File: src/rtl/glbl_reg_defines.svh
/*
 * Global register block constants
 * Register word addresses, strap bit positions,
 * reset values and reset-control bit positions
 */
`ifndef GLBL_REG_DEFINES_SVH
`define GLBL_REG_DEFINES_SVH

// Register word addresses
`define ADDR_CHIP_ID              5'd0
`define ADDR_RST_CTRL             5'd1
`define ADDR_GLBL_CFG             5'd2
`define ADDR_INTR_MASK            5'd3
`define ADDR_INTR_STAT            5'd4
`define ADDR_MFUNC_SEL            5'd5
`define ADDR_SYS_STRAP            5'd14
`define ADDR_MAILBOX              5'd15
// First of four scratch words, 16 to 19
`define ADDR_SCRATCH0             5'd16

// System strap bit positions
`define STRAP_RISCV_RESET_MODE    2
`define STRAP_RISCV_CACHE_BYPASS  3
`define STRAP_RISCV_SRAM_CLK_EDGE 4

// Chip identity fields
`define CHIP_MANU_ID              16'h8268
`define CHIP_TOTAL_CORE           4'h1
`define CHIP_NUM                  4'h5
`define CHIP_REV                  8'h01
`define CHIP_ID_VALUE  {`CHIP_MANU_ID, `CHIP_TOTAL_CORE, `CHIP_NUM, `CHIP_REV}

// Reset values
`define RST_CTRL_BOOT             10'h103
`define RST_CTRL_HOLD             10'h003
`define MFUNC_SEL_RESET           32'h8000_0000
`define SCRATCH0_SIGNATURE        32'h8273_8343

// Reset-control bit positions, all active low
`define RST_BIT_CPU_INTF          0
`define RST_BIT_QSPIM             1
`define RST_BIT_SSPIM             2
`define RST_BIT_UART0             3
`define RST_BIT_I2CM              4
`define RST_BIT_USB               5
`define RST_BIT_UART1             6
`define RST_BIT_CPU0              8
`define RST_BIT_CPU1              9

`endif

File: src/rtl/glbl_reg_pkg.sv
/*
 * Shared vector types of the global register block
 * Bus word, address, byte enables, write strobes,
 * strap word, interrupt vector and reset-control field
 */
package glbl_reg_pkg;

   // Register data word
   typedef logic [31:0] reg_word_t;

   // Register word address, 32 locations
   typedef logic [4:0]  reg_addr_t;

   // One enable per byte lane
   typedef logic [3:0]  reg_be_t;

   // One-hot write strobe, one bit per address
   typedef logic [31:0] reg_strb_t;

   // System strap word
   typedef logic [31:0] strap_t;

   // Interrupt request, status, mask and lines
   typedef logic [31:0] intr_vec_t;

   // Reset-control bits of register 1
   typedef logic [9:0]  rst_ctrl_t;

endpackage

File: src/rtl/intr_stat_ctrl.sv
/*
 * Interrupt status logic
 * Request assembly, sticky status with
 * write-1-clear and masked interrupt lines
 */
`timescale 1ns/10ps
`include "glbl_reg_defines.svh"

module intr_stat_ctrl (
   input  logic                    mclk,
   input  logic                    s_reset_n,
   input  glbl_reg_pkg::reg_strb_t wr_strb,
   input  glbl_reg_pkg::reg_word_t wr_data,
   input  glbl_reg_pkg::reg_be_t   wr_be,
   input  glbl_reg_pkg::intr_vec_t intr_mask,
   // Hardware interrupt sources
   input  logic [2:0]              timer_intr,
   input  logic                    i2cm_intr,
   input  logic                    usb_intr,
   input  glbl_reg_pkg::intr_vec_t gpio_intr,
   output glbl_reg_pkg::intr_vec_t intr_stat,
   output glbl_reg_pkg::intr_vec_t irq_lines
);

   import glbl_reg_pkg::*;

   intr_vec_t intr_req;
   intr_vec_t intr_clr;

   // ----------------------------------------
   // Request vector
   // ----------------------------------------
   // GPIO 7:0 belong to a port with no user access
   assign intr_req = {gpio_intr[31:8], 3'b000, usb_intr, i2cm_intr, timer_intr};

   // Clear bits, only where a 1 lands in an enabled lane
   always_comb begin
      intr_clr = '0;
      for (int b = 0; b < 4; b++) begin
         if (wr_strb[`ADDR_INTR_STAT] && wr_be[b])
            intr_clr[b*8 +: 8] = wr_data[b*8 +: 8];
      end
   end

   // ----------------------------------------
   // Sticky status
   // ----------------------------------------
   // Set wins over a clear in the same cycle
   always_ff @(posedge mclk or negedge s_reset_n) begin
      if (!s_reset_n)
         intr_stat <= '0;
      else
         intr_stat <= (intr_stat & ~intr_clr) | intr_req;
   end

   // Lines follow status and mask registers directly
   assign irq_lines = intr_stat & intr_mask;

endmodule

File: config.mk
export PLATFORM = sky130hd
export DESIGN_NAME = intr_stat_ctrl
export DESIGN_NICKNAME = d
export VERILOG_FILES = /design/src/rtl/glbl_reg_pkg.sv /design/src/rtl/intr_stat_ctrl.sv
export VERILOG_INCLUDE_DIRS = /design/src /design/src/rtl
export SDC_FILE = /design/constraint.sdc
export NUM_CORES = 1
export LEC_CHECK = 0
export BUFFER_PORTS_ARGS = -buffer_cell sky130_fd_sc_hd__buf_4
export CELL_PAD_IN_SITES_DETAIL_PLACEMENT = 1
export CELL_PAD_IN_SITES_GLOBAL_PLACEMENT = 2
export CORE_ASPECT_RATIO = 1.25
export CORE_UTILIZATION = 14
export CTS_CLUSTER_DIAMETER = 200
export CTS_CLUSTER_SIZE = 10
export DETAILED_ROUTE_END_ITERATION = 12
export PLACE_DENSITY = 0.9
export SYNTH_ARGS = -nofsm -noshare
export SYNTH_HDL_FRONTEND = slang
export SYNTH_SLANG_ARGS = --single-unit
File: constraint.sdc
create_clock -name mclk -period 0.8 [get_ports mclk]
set_input_delay 0.08 -clock mclk [delete_from_list [all_inputs] [get_ports mclk]]
set_output_delay 0.08 -clock mclk [all_outputs]
set_load 0.01 [all_outputs]
== Word level (Yosys, flattened, before mapping) ==
Index checks and enable logic that the tools add are counted.
Operators by class
  mux-type cells: 4
  reductions and logical operators: 4
  bitwise logic cells: 4
Operators with widths (count)
  $and A32 B32 Y32: 2
  $mux W8: 4
  $not A32 Y32: 1
  $or A32 B32 Y32: 1
  $logic_and A1 B1 Y1: 4
Word-level totals
  register bits: 32
  input port bits: 139
  output and inout bits: 64
  word-level logic and storage cells: 13

== Longest topological paths before layout ==
Gate-level depths: netlist of run 1.
  depth after elaboration: 5
  gate-level depth with buffers: 3
  mapped depth without buffers: 2

== Worst setup path after synthesis of run 1 ==
Ideal clock, no wire load.
  path type: flip-flop to output port
  from: reg intr_stat[0]
  to: out irq_lines[0]
  path buffers: 0
  data required time: 0.720 ns
  cell stages (with the launch flop): 2
  setup slack: 0.127 ns
  data arrival time: 0.593 ns
  path through: dfrtp_1 and2_1
On the way
  word-level cells in the longest chain between the ends: 1
Ends and longest elaborated chain
  from (decl): RTL line intr_stat_ctrl.sv:21  | output glbl_reg_pkg::intr_vec_t intr_stat,
  from (signal assigned): RTL line intr_stat_ctrl.sv:53  | intr_stat <= (intr_stat & ~intr_clr) | intr_req;
  $and A32 B32 Y32: RTL line intr_stat_ctrl.sv:57  | assign irq_lines = intr_stat & intr_mask;
  to (decl): RTL line intr_stat_ctrl.sv:22  | output glbl_reg_pkg::intr_vec_t irq_lines
Every way passes these cells.

== Worst setup path in the final report of run 1 ==
  from: reg intr_stat[10]
  to: out irq_lines[10]
Same word-level chain as after synthesis.

==> metrics.md, run 1 <==
| Metric | Value |
|---|---|
| Max_cap viols | 0 |
| Avg Cell Area, Syn | about 11 sq um |
| Core Box Area | a little over 10,000 sq um |
| Post-route ant nets | 0 |
| Critical path arrival | between 0.9 and 1 ns |
| Pleak | 1.91 nW |
| DR vias/cell | 4.06 |
| Initial core utilization | 0.144 |
| Final hold violations | 0 |
| Period utilization | 1.33 |
| First drt pass iteration count | 4 |
| Clock transition at the registers of the reported paths | about 0.06 ns |
| Pin count of the biggest net entering global routing | 33 |
| Clock Tree Root | clkbuf_16 |
| Max Fclk | about 0.94 GHz |
| CP Class | register to primary output |
| Die W | around 93 um |
| Mapped Area | 1460 sq um |
| Least-Margin Pin Slew | between 0.4 and 0.5 ns |
| CP max stage cell | dfrtp_1 |
| Antenna violations before repair | 0 |
| H-tree level count | 2 |
| Post-DR wirelength/cell | approximately 15 um |
| Power per cell area | 1380 nW/um^2 |
| Final WS setup | -0.268 ns |
| Rows | 41 |
| All-Layer GR Usage | 0.135 |
| Layout area overhead | 178% |
| Commonest non-fill, non-tap cell in the layout | buf_4 |
| Routability congestion estimate from global placement | 0.680 |
| Worst min path class | input port to register |
| VDD IR-drop max | 0.760 mV |
| Layout cell share with drive strength beyond 1 | 0.667 |
| Unrepaired setup endpoints after global routing | true |
| Placed Area | ~2800 sq um |
| Syn Nets | 271 |
| Min Clock Period, post-route | 1.07 ns |
| DRT Wirelength | around 7600 um |
| # setup viols final | 76 |
| Clock latency on the worst-skew pair | roughly 0.28 ns |
| Vias | a little over 2k |
| Slew HR | 0.704 |
| Crit-path max FO | 3 |
| CTS buffer count | 5 |
| Synth cell types | 8 |
| Chip height | 116 um |
| Worst setup SP type | register |
| Max-slew violations | 0 |
| Fillers | 1,107 |
| Top reg by flops | intr_stat |
| Maximum buffer depth of the clock tree | 2 |
| Failing checks | setup timing |
| Setup skew after layout | 0 ns |
| Total power | between 0.005 and 0.006 W |
| CP bufs+invs | 1 |
| CTS sink count | 32 |
| DP HPWL | ~4500 um |
| Syn Inst Count | roughly 130 |
| First DRT Iteration DRCs | 51 |
| Setup TNS | -13.14 ns |
| Nets | just over 500 |
| Slowest stage delay, CP | ~0.42 ns |
| Grt ovf | 0 |
| Synth warn | 0 |
| Placed Cells | roughly 420 |
| First-pass GRT wire length | about 11,000 um |
| Finished Cell Area | 4040 sq um |
| Buffers on Ports | ~160 |
| Seq/Total Area, Yosys | 0.550 |
| Vias in the first global route | 2,247 |
| #FFs+latches synth | 32 |
| Outcome | finished with violations |
| Worst path cell trace | and2_4, buf_6 |
| Largest regs | intr_stat (32) |
| Antenna cells | 0 |
| CTS tree | built |
| CP endpoint kind | primary output |
| Die area | between 10,000 and 15,000 sq um |
| IO Pins | 203 |
| Post-route DRC | 0 |
| WP data required | 0.72 ns |
| Final Non-Filler Cells | between 500 and 600 |
| Most frequent cells in the layout | 112 x buf_4, 92 x buf_6, 33 x and2_4, 33 x dlygate4sd3_1, 32 x dfrtp_1 |
| CP top delay family | flip-flops |
| Flip-flop count of the largest register after layout | 32 |
-- kinds of logic after synthesis --
group / count (synthesis) / synth area share
and+or+nand+nor: 62 / 0.243
DFF: 32 / 0.550
AOI/OAI and AO/OA: 32 / 0.173
buffers and inverters: 6 / 0.0335
-- path summary, 6_finish.rpt --
kind | startpoint | to | slack (ns) | cells after the start
worst max register to register | intr_stat[4]$_DFF_PN0_ | intr_stat[4]$_DFF_PN0_ | -0.11 | 3
max in group asynchronous | s_reset_n | intr_stat[11]$_DFF_PN0_ | 0.19 | 2
min in group asynchronous | s_reset_n | intr_stat[29]$_DFF_PN0_ | 0.29 | 2
worst min-delay path | wr_data[14] | intr_stat[14]$_DFF_PN0_ | 0.11 | 3
worst max-delay path | intr_stat[10]$_DFF_PN0_ | irq_lines[10] | -0.27 | 2
worst min register to register | intr_stat[17]$_DFF_PN0_ | intr_stat[17]$_DFF_PN0_ | 0.54 | 1
-- synth_stat cells (all sizes together) --
cell	number	area, sq um
dfrtp	32	801
and2	33	209
a21o	29	218
nand3	29	145
a21boi	3	33.8
buf	6	48.8
-- worst min-delay path, stage by stage --
cell,delay [ns]
buf_4,0.11
nand3_1,0.07
a21o_1,0.10
-- power by group --
group	switching, W	leakage, nW	total [W]	internal, W
Combinational	0.000511	1.52	0.00161	0.00110
Clock	0.000725	0.0808	0.00219	0.00146
Sequential	0.0000717	0.316	0.00177	0.00170
-- repair_timing --
item / CTS / global route
pin swaps: 31 / 7
gates resized for setup: 111 / 13
endpoints found under the hold margin: 64 / 0
buffers inserted: 26 / 14
cloned: 0 / 0
endpoints found under the setup margin: 64 / 71
hold buffers: 33 / 0
-- stage by stage --
| step | util | hold slack (ns) | setup slack [ns] |
|---|---|---|---|
| final | 0.400 | 0.112 | -0.268 |
| after global routing | 0.400 | 0.109 | -0.288 |
| after CTS | 0.385 | 0.106 | -0.243 |
| after detailed placement | 0.280 | 0.0625 | 0.0214 |
| after global placement | 0.280 | 0.0615 | 0.0274 |
| after floorplan | - | -0.216 | 0.127 |
-- cell type report --
cell class	instances	area, sq um	area share
repair buffers	238	2230	0.551
flip-flops and latches	32	801	0.198
multi-input cells	94	686	0.170
well taps	129	161	0.0400
clock buffers	6	129	0.0319
clock inverters	2	35.0	0.00867
-- per-layer routing --
layer	vias to the layer above	wire, um	GRT usage
li1	931	-	-
met1	987	2480	0.121
met2	107	4500	0.286
met3	9	514	0.0387
met4	0	92	0.0359
met5	-	0	0
(Power assumes the default switching activity.)
==> run 2, diff against run 1 <==
CELL_PAD_IN_SITES_GLOBAL_PLACEMENT = 1   (was 2)
CORE_UTILIZATION = 19   (was 14)
PLACE_DENSITY = 0.89   (was 0.9)
==> run 2 against run 1 <==
  * The run still ends with setup timing left
  * First-iteration DRC count shrank 51%
  * Combinational power hardly changed
  * Count of clock-buffer cells in the layout is 1 lower
==> metrics.md, run 2 (synthesis gave the netlist of run 1 again) <==
| Metric | Value |
|---|---|
| CP top delay family | flip-flops |
| Clock Tree Root | clkbuf_8 |
| GRT met1 Usage | 0.145 |
| Die W | ~80 um |
| CP max stage cell | dfrtp_1 |
| Clk pwr share | 0.244 |
| CTS buffer count | 5 |
| Vias | 2,047 |
| Nets | 510 |
| First-pass GRT wire length | between 10,000 and 15,000 um |
| Outcome | finished with violations |
| Chip height | 99.8 um |
| Final hold violations | 0 |
| Rows | 35 |
| Net Sw Power | ~0.0011 W |
| Core Box Area | 7400 sq um |
| Failing checks | setup timing |
| Largest regs | intr_stat (32) |
| First drt pass iteration count | 4 |
| Unrepaired setup endpoints after global routing | true |
| H-tree level count | 2 |
| Worst path cell trace | and2_4, buf_6 |
| Pleak | 1.87 nW |
| DRT Wirelength | 7770 um |
| All-Layer GR Usage | 0.184 |
| CTS tree | built |
| Routability congestion estimate from global placement | roughly 0.72 |
| Sequential Power Share | 0.395 |
| Crit-path max FO | 3 |
| Gr busiest metal | met2 |
| DP HPWL | 4480 um |
| Critical path arrival | slightly below 1 ns |
| Switching Fraction | 0.252 |
| Antenna cells | 0 |
| Fin Hold WS | 0.115 ns |
| Antenna violations before repair | 0 |
| Slew HR | 0.711 |
| GRT met2 Usage | 0.406 |
| Pint | roughly 0.0033 W |
| CP Class | register to primary output |
| Slowest stage delay, CP | just over 0.4 ns |
| Worst setup SP type | register |
| Max-slew violations | 0 |
| Flip-flop count of the largest register after layout | 32 |
| Maximum buffer depth of the clock tree | 2 |
| CP bufs+invs | 1 |
| Max_cap viols | 0 |
| DR vias/cell | 4.44 |
| Total power | approximately 0.0045 W |
| Grt ovf | 0 |
| WP data required | between 0.7 and 0.8 ns |
| Setup TNS | -13.11 ns |
| Buffers on Ports | 163 |
| Max Fclk | about 0.95 GHz |
| CTS sink count | 32 |
| Vias in the first global route | roughly 2.3k |
| Clock transition at the registers of the reported paths | ~0.06 ns |
| Initial core utilization | 0.197 |
| Least-Margin Pin Slew | 0.434 ns |
| IO Pins | 203 |
| Min Clock Period, post-route | around 1.0 ns |
| Final WS setup | -0.248 ns |
| Commonest non-fill, non-tap cell in the layout | buf_4 |
| Period utilization | 1.31 |
| Post-route ant nets | 0 |
| First DRT Iteration DRCs | 25 |
| # setup viols final | 75 |
| Layout area overhead | 168% |
| Post-route DRC | 0 |
| Layout cell share with drive strength beyond 1 | 0.667 |
| Most frequent cells in the layout | 108 x buf_4, 97 x buf_6, 33 x and2_4, 33 x dlygate4sd3_1, 32 x dfrtp_1 |
| VDD IR-drop max | a little under 0.6 mV |
| Clock latency on the worst-skew pair | 0.27 ns |
| Reg2Reg Setup Slack | -0.09 ns |
| Setup skew after layout | 0 ns |
| Met3 global-route usage | 0.0436 |
| Die area | approximately 8000 sq um |
| Final core utilization | 0.527 |
| Post-DR wirelength/cell | between 15 and 20 um |
| Top reg by flops | intr_stat |
| CP endpoint kind | primary output |
| Power per cell area | 1150 nW/um^2 |
| Worst min path class | input port to register |
| Comb power frac | 0.361 |
| Pin count of the biggest net entering global routing | 33 |
## run 2: cell types whose count changed in the layout (fill, tap and decap cells not counted), sizes merged
cell / change
bufinv: -1
clkbuf: -1
clkinv: -1
## run 2: cell type report
class / count / area (sq um)
well taps: 92 / 115
repair buffers: 238 / 2230
fillers: 790 / 3500
clock buffers: 5 / 68.8
multi-input cells: 94 / 686
flip-flops and latches: 32 / 801
## run 2: routing by layer
metal	up-vias	share of wire
li1	927	-
met1	988	0.28
met2	112	0.63
met3	20	0.061
met4	0	0.028
met5	-	0
## run 2: what timing repair did
item | CTS | global route
resized for setup | 112 | 17
setup endpoints to repair | 64 | 73
hold endpoints to repair | 64 | 0
pin swaps | 31 | 6
hold buffers | 33 | 0
cloned | 0 | 0
setup buffers | 30 | 12
## run 2: power by group through the flow
stage	logic [W]	clock network, W	registers, W
after floorplan	0.000275	0	0.00181
after global routing	0.00171	0.00122	0.00178
final	0.00161	0.00109	0.00177
after global placement	0.000988	0	0.00178
after CTS	0.00151	0.00117	0.00176
after detailed placement	0.00102	0	0.00179
## run 2: per-stage QoR
step                instances  setup slack [ns]  area (sq um)
floorplan                 132             0.127          1460
global placement          381           -0.0652          2750
detailed placement        381           -0.0782          2750
CTS                       449            -0.245          3750
global route              461            -0.285          3900
finish                    461            -0.248          3900
## run 2: worst register-to-register path: cells and delay by family, from the launching register on
family	cells	cell delay, ns
flip-flops	1	0.41
AO/OA/AOI/OAI	1	0.14
buffers and inverters	2	0.25
## run 2: final timing paths
kind,to,start,cells past startpoint
max in group asynchronous,intr_stat[21]$_DFF_PN0_,s_reset_n,2
min in group asynchronous,intr_stat[24]$_DFF_PN0_,s_reset_n,2
setup / recovery,irq_lines[14],intr_stat[14]$_DFF_PN0_,2
hold / removal,intr_stat[1]$_DFF_PN0_,wr_data[1],3
setup reg to reg,intr_stat[18]$_DFF_PN0_,intr_stat[18]$_DFF_PN0_,3
hold reg to reg,intr_stat[19]$_DFF_PN0_,intr_stat[19]$_DFF_PN0_,1
