==> src/rtl/glbl_reg_defines.svh <==
/*
 * Global register block constants
 * Register word addresses, strap bit positions,
 * reset values and reset-control bit positions
 */
`ifndef GLBL_REG_DEFINES_SVH
`define GLBL_REG_DEFINES_SVH

// Register word addresses
`define ADDR_CHIP_ID              5'd0
`define ADDR_RST_CTRL             5'd1
`define ADDR_GLBL_CFG             5'd2
`define ADDR_INTR_MASK            5'd3
`define ADDR_INTR_STAT            5'd4
`define ADDR_MFUNC_SEL            5'd5
`define ADDR_SYS_STRAP            5'd14
`define ADDR_MAILBOX              5'd15
// First of four scratch words, 16 to 19
`define ADDR_SCRATCH0             5'd16

// System strap bit positions
`define STRAP_RISCV_RESET_MODE    2
`define STRAP_RISCV_CACHE_BYPASS  3
`define STRAP_RISCV_SRAM_CLK_EDGE 4

// Chip identity fields
`define CHIP_MANU_ID              16'h8268
`define CHIP_TOTAL_CORE           4'h1
`define CHIP_NUM                  4'h5
`define CHIP_REV                  8'h01
`define CHIP_ID_VALUE  {`CHIP_MANU_ID, `CHIP_TOTAL_CORE, `CHIP_NUM, `CHIP_REV}

// Reset values
`define RST_CTRL_BOOT             10'h103
`define RST_CTRL_HOLD             10'h003
`define MFUNC_SEL_RESET           32'h8000_0000
`define SCRATCH0_SIGNATURE        32'h8273_8343

// Reset-control bit positions, all active low
`define RST_BIT_CPU_INTF          0
`define RST_BIT_QSPIM             1
`define RST_BIT_SSPIM             2
`define RST_BIT_UART0             3
`define RST_BIT_I2CM              4
`define RST_BIT_USB               5
`define RST_BIT_UART1             6
`define RST_BIT_CPU0              8
`define RST_BIT_CPU1              9

`endif

==> src/rtl/glbl_reg_pkg.sv <==
/*
 * Shared vector types of the global register block
 * Bus word, address, byte enables, write strobes,
 * strap word, interrupt vector and reset-control field
 */
package glbl_reg_pkg;

   // Register data word
   typedef logic [31:0] reg_word_t;

   // Register word address, 32 locations
   typedef logic [4:0]  reg_addr_t;

   // One enable per byte lane
   typedef logic [3:0]  reg_be_t;

   // One-hot write strobe, one bit per address
   typedef logic [31:0] reg_strb_t;

   // System strap word
   typedef logic [31:0] strap_t;

   // Interrupt request, status, mask and lines
   typedef logic [31:0] intr_vec_t;

   // Reset-control bits of register 1
   typedef logic [9:0]  rst_ctrl_t;

endpackage

==> src/rtl/reg_bus_ctrl.sv <==
/*
 * Register bus slave
 * Address decode into one-hot write strobes,
 * registered acknowledge and read-data multiplexer
 */
`timescale 1ns/10ps
`include "glbl_reg_defines.svh"

module reg_bus_ctrl (
   input  logic                    mclk,
   input  logic                    s_reset_n,
   // Bus request side
   input  logic                    reg_cs,
   input  logic                    reg_wr,
   input  glbl_reg_pkg::reg_addr_t reg_addr,
   input  glbl_reg_pkg::reg_word_t reg_wdata,
   input  glbl_reg_pkg::reg_be_t   reg_be,
   // Readback sources
   input  glbl_reg_pkg::strap_t    system_strap,
   input  glbl_reg_pkg::rst_ctrl_t rst_ctrl,
   input  glbl_reg_pkg::reg_word_t glbl_cfg,
   input  glbl_reg_pkg::intr_vec_t intr_mask,
   input  glbl_reg_pkg::intr_vec_t intr_stat,
   input  glbl_reg_pkg::reg_word_t mfunc_sel,
   input  glbl_reg_pkg::reg_word_t mailbox,
   input  glbl_reg_pkg::reg_word_t scratch [4],
   // Write path to the register blocks
   output glbl_reg_pkg::reg_strb_t wr_strb,
   output glbl_reg_pkg::reg_word_t wr_data,
   output glbl_reg_pkg::reg_be_t   wr_be,
   // Bus response side
   output glbl_reg_pkg::reg_word_t reg_rdata,
   output logic                    reg_ack
);

   import glbl_reg_pkg::*;

   logic      wr_req;
   reg_word_t rd_mux;

   // ----------------------------------------
   // Write decode
   // ----------------------------------------
   // Request not yet acked, so one write per access
   assign wr_req  = reg_cs & reg_wr & ~reg_ack;
   assign wr_strb = wr_req ? (reg_strb_t'(1) << reg_addr) : '0;
   assign wr_data = reg_wdata;
   assign wr_be   = reg_be;

   // ----------------------------------------
   // Read multiplexer
   // ----------------------------------------
   always_comb begin
      rd_mux = '0;
      case (reg_addr)
         `ADDR_CHIP_ID:          rd_mux = `CHIP_ID_VALUE;
         `ADDR_RST_CTRL:         rd_mux = reg_word_t'(rst_ctrl);
         `ADDR_GLBL_CFG:         rd_mux = glbl_cfg;
         `ADDR_INTR_MASK:        rd_mux = intr_mask;
         `ADDR_INTR_STAT:        rd_mux = intr_stat;
         `ADDR_MFUNC_SEL:        rd_mux = mfunc_sel;
         `ADDR_SYS_STRAP:        rd_mux = system_strap;
         `ADDR_MAILBOX:          rd_mux = mailbox;
         `ADDR_SCRATCH0:         rd_mux = scratch[0];
         `ADDR_SCRATCH0 + 5'd1:  rd_mux = scratch[1];
         `ADDR_SCRATCH0 + 5'd2:  rd_mux = scratch[2];
         `ADDR_SCRATCH0 + 5'd3:  rd_mux = scratch[3];
         // Unmapped words read as zero
         default:                rd_mux = '0;
      endcase
   end

   // ----------------------------------------
   // Acknowledge and read capture
   // ----------------------------------------
   // Ack one cycle after request, single-cycle pulse
   // Read data captured for writes too
   always_ff @(posedge mclk or negedge s_reset_n) begin
      if (!s_reset_n) begin
         reg_ack   <= 1'b0;
         reg_rdata <= '0;
      end else if (reg_cs && !reg_ack) begin
         reg_ack   <= 1'b1;
         reg_rdata <= rd_mux;
      end else begin
         reg_ack   <= 1'b0;
      end
   end

endmodule

==> config.mk <==
export PLATFORM = sky130hd
export DESIGN_NAME = reg_bus_ctrl
export DESIGN_NICKNAME = d
export VERILOG_FILES = /design/src/rtl/glbl_reg_pkg.sv /design/src/rtl/reg_bus_ctrl.sv
export VERILOG_INCLUDE_DIRS = /design/src /design/src/rtl
export SDC_FILE = /design/constraint.sdc
export NUM_CORES = 1
export LEC_CHECK = 0
export ABC_AREA = 1
export BUFFER_PORTS_ARGS = -buffer_cell sky130_fd_sc_hd__buf_2
export CORE_AREA = 2 2 185 187
export CTS_CLUSTER_DIAMETER = 150
export DETAILED_ROUTE_END_ITERATION = 16
export DIE_AREA = 0 0 187 189
export MAX_ROUTING_LAYER = met4
export PLACE_DENSITY_LB_ADDON = 0.05
export SETUP_SLACK_MARGIN = 0.4
export SLEW_MARGIN = 20
export SYNTH_ARGS = -nofsm -noshare
export SYNTH_HDL_FRONTEND = slang
export SYNTH_SLANG_ARGS = --single-unit
==> constraint.sdc <==
create_clock -name mclk -period 1.8 [get_ports mclk]
set_input_delay 0.36 -clock mclk [delete_from_list [all_inputs] [get_ports mclk]]
set_output_delay 0.36 -clock mclk [all_outputs]
set_load 0.03 [all_outputs]
# Word-level counts from Yosys, hierarchy flattened
# Index checks and enable logic that the tools add are counted.
# W data, S select, Z words.
# op_classes
add_sub_neg	0
mul	0
div_mod_pow	0
order_cmp	0
eq_ne	11
shifts	1
n_mux	3
n_bitwise	3
n_reduce_logical	3
# op_table
cell	count
$pmux W32 S12	1
$mux W32	1
$shl A1 B5 Y32 const A	1
$eq A5 B5 Y1 const B	4
$eq A5 B2 Y1 const B	2
$eq A5 B3 Y1 const B	2
$eq A5 B4 Y1 const B	2
$eq A5 B1 Y1 const B	1
$logic_not A5 Y1	1
$and A1 B1 Y1	2
$logic_and A1 B1 Y1	1
$logic_not A1 Y1	1
$mux W1	1
$not A1 Y1	1
# totals
regBits	33
latch_bits	0
ram_bits	0
romBits	0
inputBits	375
output_inout_bits	101
memories	0

# Logic depth before layout (Yosys ltp)
# Gate-level depths: netlist of the first run.
# logic_depth
ltp_word	3
ltp_mapped	12

# Worst setup path after synthesis of the first run
# No wires, ideal clock.
# synth_timing
path_kind	register to output
start	register reg_ack
end	output wr_strb[17]
arrival_time_ns	2.057
required_ns	1.440
path_slack_ns	-0.617
path_stages_with_launch	6
cell_sequence	dfrtp_1 -> nor2_1 -> nand2_1 -> inv_1 -> nand2_1 -> nor4_1
# synth_via
elab_chain_len	3
# synth_lines
item	line	rtl
start: declaration	reg_bus_ctrl.sv:33	output logic reg_ack
start signal: assignment	reg_bus_ctrl.sv:80	reg_ack <= 1'b0;
start signal: assignment	reg_bus_ctrl.sv:83	reg_ack <= 1'b1;
start signal: assignment	reg_bus_ctrl.sv:86	reg_ack <= 1'b0;
$not A1 Y1	reg_bus_ctrl.sv:45	assign wr_req = reg_cs & reg_wr & ~reg_ack;
$and A1 B1 Y1	reg_bus_ctrl.sv:45	
$mux W32	reg_bus_ctrl.sv:46	assign wr_strb = wr_req ? (reg_strb_t'(1) << reg_addr) : '0;
end: declaration	reg_bus_ctrl.sv:28	output glbl_reg_pkg::reg_strb_t wr_strb,
# Every way passes these cells.

# Worst setup path in the final report of the first run
# layout_timing
start	register reg_ack
end	output wr_strb[0]
# The elaborated chain is that of the path after synthesis.

==> metrics.md, run 1 <==
| Metric | Value |
|---|---|
| Clock Skew | `0.00256 ns` |
| Synth top area cells | `nand4_1, nand2_1, dfrtp_1` |
| Core area | `33300 um2` |
| WL per Instance | `21.8 um` |
| Worst skew pair latency | `0.28 ns` |
| Part of the Yosys area used for sequential elements | `0.151` |
| Final-stage net count | `1777` |
| Root Driver | `clkbuf_16` |
| Die span in x | `187 um` |
| Max incr delay on CP | `0.42 ns` |
| P per Cell Area | `371 nW/um2` |
| I/O pins | `476` |
| Slew at the pin closest to its max-slew limit | `0.440 ns` |
| Buffers on Ports | `403` |
| Tcrit/Tclk final | `1.04` |
| Outcome | `complete, but fails checks` |
| Yosys top cell area share | `0.209` |
| Yosys reg bits | `33` |
| Largest net degree at the start of global routing | `54` |
| Routed Antenna Nets | `0` |
| Die span in y | `189 um` |
| Total clock buffers created by CTS | `5` |
| Synth Cell Area | `5450 um2` |
| Layout cells sized above 1 | `0.554` |
| Area Growth Syn to Fin | `96.1%` |
| Maximum fanout along the worst path | `4` |
| Layout filler cell count | `3784` |
| Endpoints failing setup | `30` |
| CTS Sinks | `33` |
| Initial antenna violation count | `4` |
| Critical-path cell list | `nor2_4 -> nand2_4 -> inv_6 -> nand2_4 -> buf_4 -> nor2_4 -> buf_6` |
| Maximum clock frequency | `0.535 GHz` |
| Longest Clk Path Bufs | `2` |
| Mapped Nets | `1349` |
| Switch Pwr | `1.57 mW` |
| Comb pwr share | `0.511` |
| Pre-CTS setup slack | `-0.151 ns` |
| Seq pwr share | `0.224` |
| RePlAce Congestion | `0.883` |
| Via/cell ratio | `4.59` |
| Drt pass-1 iters | `7` |
| Worst Hold Class | `in -> async` |
| CP top delay family | `flip-flops` |
| CTS tree | `done` |
| Crit Path Class | `reg -> out` |
| Worst VDD drop | `0.327 mV` |
| Leading area contributor after synthesis | `nand4_1` |
| DRC Markers | `0` |
| Worst EP arrival | `1.51 ns` |
| Rel. slew slack | `0.707` |
| Wirelength, routed | `40400 um` |
| DP Wirelength | `30800 um` |
| Synth cell types | `18` |
| CP required | `1.44 ns` |
| Number of DRC markers in iteration 0 | `314` |
| Worst R2R Setup Slack | `0.42 ns` |
| Final WS setup | `-0.0703 ns` |
| Startpoint Class | `flop` |
| Bufs and invs on worst path | `3` |
| Clock power frac | `0.265` |
| First-pass GRT wire length | `56500 um` |
| RSZ-0062 raised after global routing | `true` |
| Gr usage total | `0.223` |
| Tmin final | `1.87 ns` |
| Register area | `827 um2` |
| Starting Density | `0.164` |
| Switching part of the total | `0.397` |
| Die area | `35300 um2` |
| Yosys warns | `0` |
| Max-slew violations | `0` |
| Failing checks | `negative setup slack` |
| Footprint of the multi-input gates | `4610 um2` |
| Crit end category | `primary output` |
| Mean Syn Cell Area | `5.60 um2` |
| Vias post-DR | `8525` |
| Cells after Synth | `974` |
| Leakage | `5.67 nW` |
| Worst path slowest cell | `dfrtp_2` |
| Number of global-route vias before repair | `8647` |
| Row count | `67` |
| Internal power | `2.39 mW` |
| Power Total | `3.96 mW` |
| Worst-path clk slew | `0.06 ns` |
| Final Hold Viols | `0` |
| CTS H-Tree Depth | `2` |
| GRT overflow | `0` |
| Max Cap Viol | `0` |
## final cells by class
class / instances / area share
clock inverters: 2 / 0.00351
inverters: 51 / 0.0199
diodes: 6 / 0.00140
clock buffers: 6 / 0.0130
multi-input cells: 761 / 0.431
flip-flops and latches: 33 / 0.0773
repair buffers: 550 / 0.401
well taps: 448 / 0.0524
## synthesized netlist by cell type, drive strengths merged
cell type and count:
clkbuf 24, nor4 3, dfrtp 33, nand4 182, nor2 136, buf 105, a21oi 7, nand3 133
nand2 300, inv 51
## cells by family after synthesis
| group | after synthesis | synth area share |
|---|---|---|
| compound gates | 7 | 0.00643 |
| buf+inv | 180 | 0.194 |
| flops | 33 | 0.151 |
| simple gates | 754 | 0.648 |
## placed cells by master, fill, tap and decap left out, types with 8 or more instances in the layout
master / synthesis / final
nand2_1: 295 / 236
dfrtp_1: 33 / 32
nand3_2: 0 / 41
buf_8: 0 / 10
nor2_4: 7 / 63
buf_12: 0 / 36
buf_6: 20 / 63
nor2_2: 2 / 32
buf_2: 28 / 366
clkbuf_16: 0 / 12
nand3_1: 133 / 85
nand2_4: 1 / 8
nand2_2: 4 / 54
nand4_1: 182 / 182
inv_1: 47 / 43
buf_4: 52 / 59
nor2_1: 127 / 41
## layer usage
layer  vias to the layer above  GRT usage  share of wire
li1                       4151          -              -
met2                       350      0.411           0.52
met3                        33     0.0371          0.058
met5                         -          -              0
met4                         0     0.0369          0.016
met1                      3991      0.255           0.40
## metrics by stage
step                      instance area, um2   util  instances  hold WS, ns  setup TNS [ns]
final                                  10700  0.321       1857      0.00867           -1.32
after global routing                   10700  0.321       1855       0.0442           -3.09
after CTS                               9770  0.294       1822       0.0303           -2.74
after detailed placement                8490  0.255       1786        0.339           -1.14
after global placement                  8490  0.255       1786        0.333          -0.984
after floorplan                         5810      -        974       0.0644               0
## flip-flops by register name, indices dropped and copies added (netlist names)
name,count
reg_rdata,32
reg_ack,1
## what timing repair did
| action | 4_1_cts | 5_1_grt |
|---|---|---|
| pin swaps | 88 | 128 |
| hold buffers | 0 | 0 |
| setup buffers | 20 | 20 |
| gates resized for setup | 201 | 151 |
| hold endpoints to repair | 0 | 0 |
| cloned | 8 | 9 |
| setup endpoints to repair | 64 | 64 |
## final timing paths
| check | endpoint | from | cells after the start |
|---|---|---|---|
| worst min-delay path | reg_rdata[7] | s_reset_n | 1 |
| worst max-delay path | wr_strb[0] | reg_ack | 7 |
| max in group asynchronous | reg_rdata[16] | s_reset_n | 2 |
| min in group mclk | reg_rdata[17] | intr_mask[17] | 7 |
| worst min register to register | reg_rdata[31] | reg_rdata[31] | 2 |
| worst max register to register | reg_rdata[22] | reg_ack | 8 |
## power groups by stage
stage | clock, mW | sequential (mW) | combinational (mW)
after floorplan | 0 | 1.07 | 0.748
after global placement | 0 | 0.904 | 1.68
after detailed placement | 0 | 0.904 | 1.67
after CTS | 1.08 | 0.893 | 1.88
after global routing | 1.11 | 0.900 | 2.17
final | 1.05 | 0.888 | 2.02
Note: power is estimated with default switching activity, not from simulation.
==> inputs of run 2 (changes only) <==
--- a/config.mk
+++ b/config.mk
@@ -14,7 +14,7 @@
 export DIE_AREA = 0 0 187 189
 export MAX_ROUTING_LAYER = met4
 export PLACE_DENSITY_LB_ADDON = 0.05
-export SETUP_SLACK_MARGIN = 0.4
+export SETUP_SLACK_MARGIN = 0.05
 export SLEW_MARGIN = 20
 export SYNTH_ARGS = -nofsm -noshare
 export SYNTH_HDL_FRONTEND = slang
==> run 2 against run 1 <==
Effect of this change: the run still ends with negative setup slack left; design area shrank 16%; combinational power shrank 16%; sequential power down 0.5%; sequential cell count is the same; largest cell class unchanged.
==> metrics.md, run 2 (synthesis results as in run 1) <==
| Metric | Value |
|---|---|
| Core area | `33300 um2 (unchanged)` |
| Die area | `35300 um2 (unchanged)` |
| Commonest cells after routing, fill and taps aside | `buf_2, nand2_1, nand4_1` |
| Worst-path clk slew | `0.05 ns (about the same)` |
| Post-Layout Cell Count | `1817 (-2.2%)` |
| I/O pins | `476 (unchanged)` |
| RePlAce Congestion | `0.842 (-4.6%)` |
| Footprint of the multi-input gates | `3880 um2 (-16%)` |
| Layout filler cell count | `3861 (+2.0%)` |
| Initial antenna violation count | `6 (+2)` |
| WL per Instance | `21.0 um (-3.7%)` |
| Post-CTS Hold Buffers | `0 (unchanged)` |
| Area Growth Syn to Fin | `65.6%` |
| Total clock buffers created by CTS | `5 (unchanged)` |
| CTS H-Tree Depth | `2 (unchanged)` |
| Max reg flops | `32 (unchanged)` |
| Outcome | `complete, but fails checks` |
| Number of DRC markers in iteration 0 | `376 (+20%)` |
| Failing checks | `negative setup slack` |
| Wirelength, routed | `38100 um (-5.8%)` |
| Number of global-route vias before repair | `8453 (-2.2%)` |
| Endpoints failing setup | `30 (unchanged)` |
| Drt pass-1 iters | `4 (-3)` |
| RSZ-0062 raised after global routing | `true` |
| Slew at the pin closest to its max-slew limit | `0.545 ns (+0.105 ns)` |
| Worst VDD drop | `0.285 mV (-13%)` |
| Max-slew violations | `0 (unchanged)` |
| Commonest non-fill, non-tap cell in the layout | `buf_2` |
| First-pass GRT wire length | `54900 um (-2.9%)` |
| P per Cell Area | `383 nW/um2 (+3.4%)` |
| Max Cap Viol | `0 (unchanged)` |
| Largest register by flop count | `reg_rdata` |
| Final WS setup | `-0.0865 ns (-0.0162 ns)` |
| GRT overflow | `0 (unchanged)` |
| DP Wirelength | `31100 um (+1.1%)` |
| Crit Path Class | `reg -> out` |
| Row count | `67 (unchanged)` |
| Maximum clock frequency | `0.530 GHz (-0.86%)` |
| CTS Sinks | `33 (unchanged)` |
| Tmin final | `1.89 ns (+0.0162 ns)` |
| Vias post-DR | `8179 (-4.1%)` |
| Cell Count Post-Placement | `1796 (+0.56%)` |
| DRC Markers | `0 (unchanged)` |
| Buffers on Ports | `403 (unchanged)` |
| Final Hold Viols | `0 (unchanged)` |
| Longest Clk Path Bufs | `2 (unchanged)` |
| Via/cell ratio | `4.50 (-1.9%)` |
| Starting Density | `0.164 (unchanged)` |
| CP required | `1.44 ns (about the same)` |
| Routed Antenna Nets | `0 (unchanged)` |
| Worst EP arrival | `1.53 ns (+0.02 ns)` |
| Maximum fanout along the worst path | `6 (+2)` |
| Gr usage total | `0.216 (-0.00612)` |
| Layout cells sized above 1 | `0.419 (-0.135)` |
| Root Driver | `clkbuf_16` |
| Leakage | `4.96 nW (-12%)` |
| Setup TNS Final | `-1.78 ns (-0.468 ns)` |
| Register area | `827 um2 (unchanged)` |
| Biggest regs | `reg_rdata: 32 flops, reg_ack: 1 flops` |
| Final-stage net count | `1736 (-2.3%)` |
| Crit end category | `primary output` |
| CTS tree | `done` |
| Startpoint Class | `flop` |
| Power Total | `3.46 mW (-13%)` |
| Largest net degree at the start of global routing | `85 (+57%)` |
| Die span in y | `189 um (unchanged)` |
| Tcrit/Tclk final | `1.05 (+0.00899)` |
| Worst Hold Class | `in -> async` |
| Die span in x | `187 um (unchanged)` |
| Worst skew pair latency | `0.28 ns (about the same)` |
| Clock Skew | `0.00612 ns (+0.00356 ns)` |
| Rel. slew slack | `0.637 (-0.0700)` |
run 2: cell types whose count changed in the layout (fill, tap and decap cells not counted), sizes merged:
cell / previous run / this run
clkbuf: 13 / 8
bufinv: 1 / 0
inv: 50 / 51
clkinvlp: 2 / 0
bufbuf: 2 / 0
buf: 541 / 509
diode: 6 / 7
run 2: cell type report:
cell class,count,area share
Tap cell,448,0.0621
Multi-Input combinational cell,761,0.430
Clock buffer,8,0.0162
Inverter,51,0.0223
Antenna cell,7,0.00194
Timing Repair Buffer,509,0.376
Sequential cell,33,0.0916
run 2: path summary, 6_finish.rpt:
path	start	end	slack [ns]	depth (start not counted)
setup / recovery	reg_ack	wr_strb[25]	-0.09	7
hold / removal	s_reset_n	reg_rdata[12]	0.06	1
setup reg to reg	reg_ack	reg_rdata[26]	0.18	6
hold reg to reg	reg_rdata[7]	reg_rdata[7]	0.47	2
max in group asynchronous	s_reset_n	reg_rdata[30]	1.18	2
min in group mclk	glbl_cfg[27]	reg_rdata[27]	0.46	7
run 2: power by group:
| group | switching [mW] | internal [mW] |
|---|---|---|
| logic | 1.04 | 0.656 |
| clock network | 0.330 | 0.552 |
| registers | 0.0537 | 0.830 |
| total | 1.42 | 2.04 |
run 2: what timing repair did:
item                                   in CTS  in global routing
resized for setup                          80                  2
endpoints found under the hold margin       0                  0
setup endpoints to repair                  32                 35
cloned                                      2                  0
setup buffers                               3                  1
pin swaps                                   7                  1
run 2: through the flow:
stage / hold slack, ns / util / worst slack, ns / area [um2]
after global routing: 0.0828 / 0.271 / -0.147 / 9030
after detailed placement: 0.377 / 0.256 / -0.104 / 8510
final: 0.0592 / 0.271 / -0.0865 / 9030
after global placement: 0.385 / 0.256 / -0.0991 / 8510
after CTS: 0.0765 / 0.270 / -0.112 / 9000
after floorplan: 0.0644 / - / 0.0225 / 5720
run 2: worst max-delay path, stage by stage (launching register included):
cell and delay, ns:
dfrtp_2 0.42, nor2_4 0.14, nand2_4 0.10, inv_6 0.10, nand2_8 0.09, buf_16 0.17
nor2_4 0.09, buf_6 0.14
run 2: routing by layer:
layer	GRT usage	vias up	wire length, um
met5	-	-	0
met4	0.0525	0	877
li1	-	4070	-
met2	0.404	340	20100
met1	0.235	3736	14800
met3	0.0417	33	2290
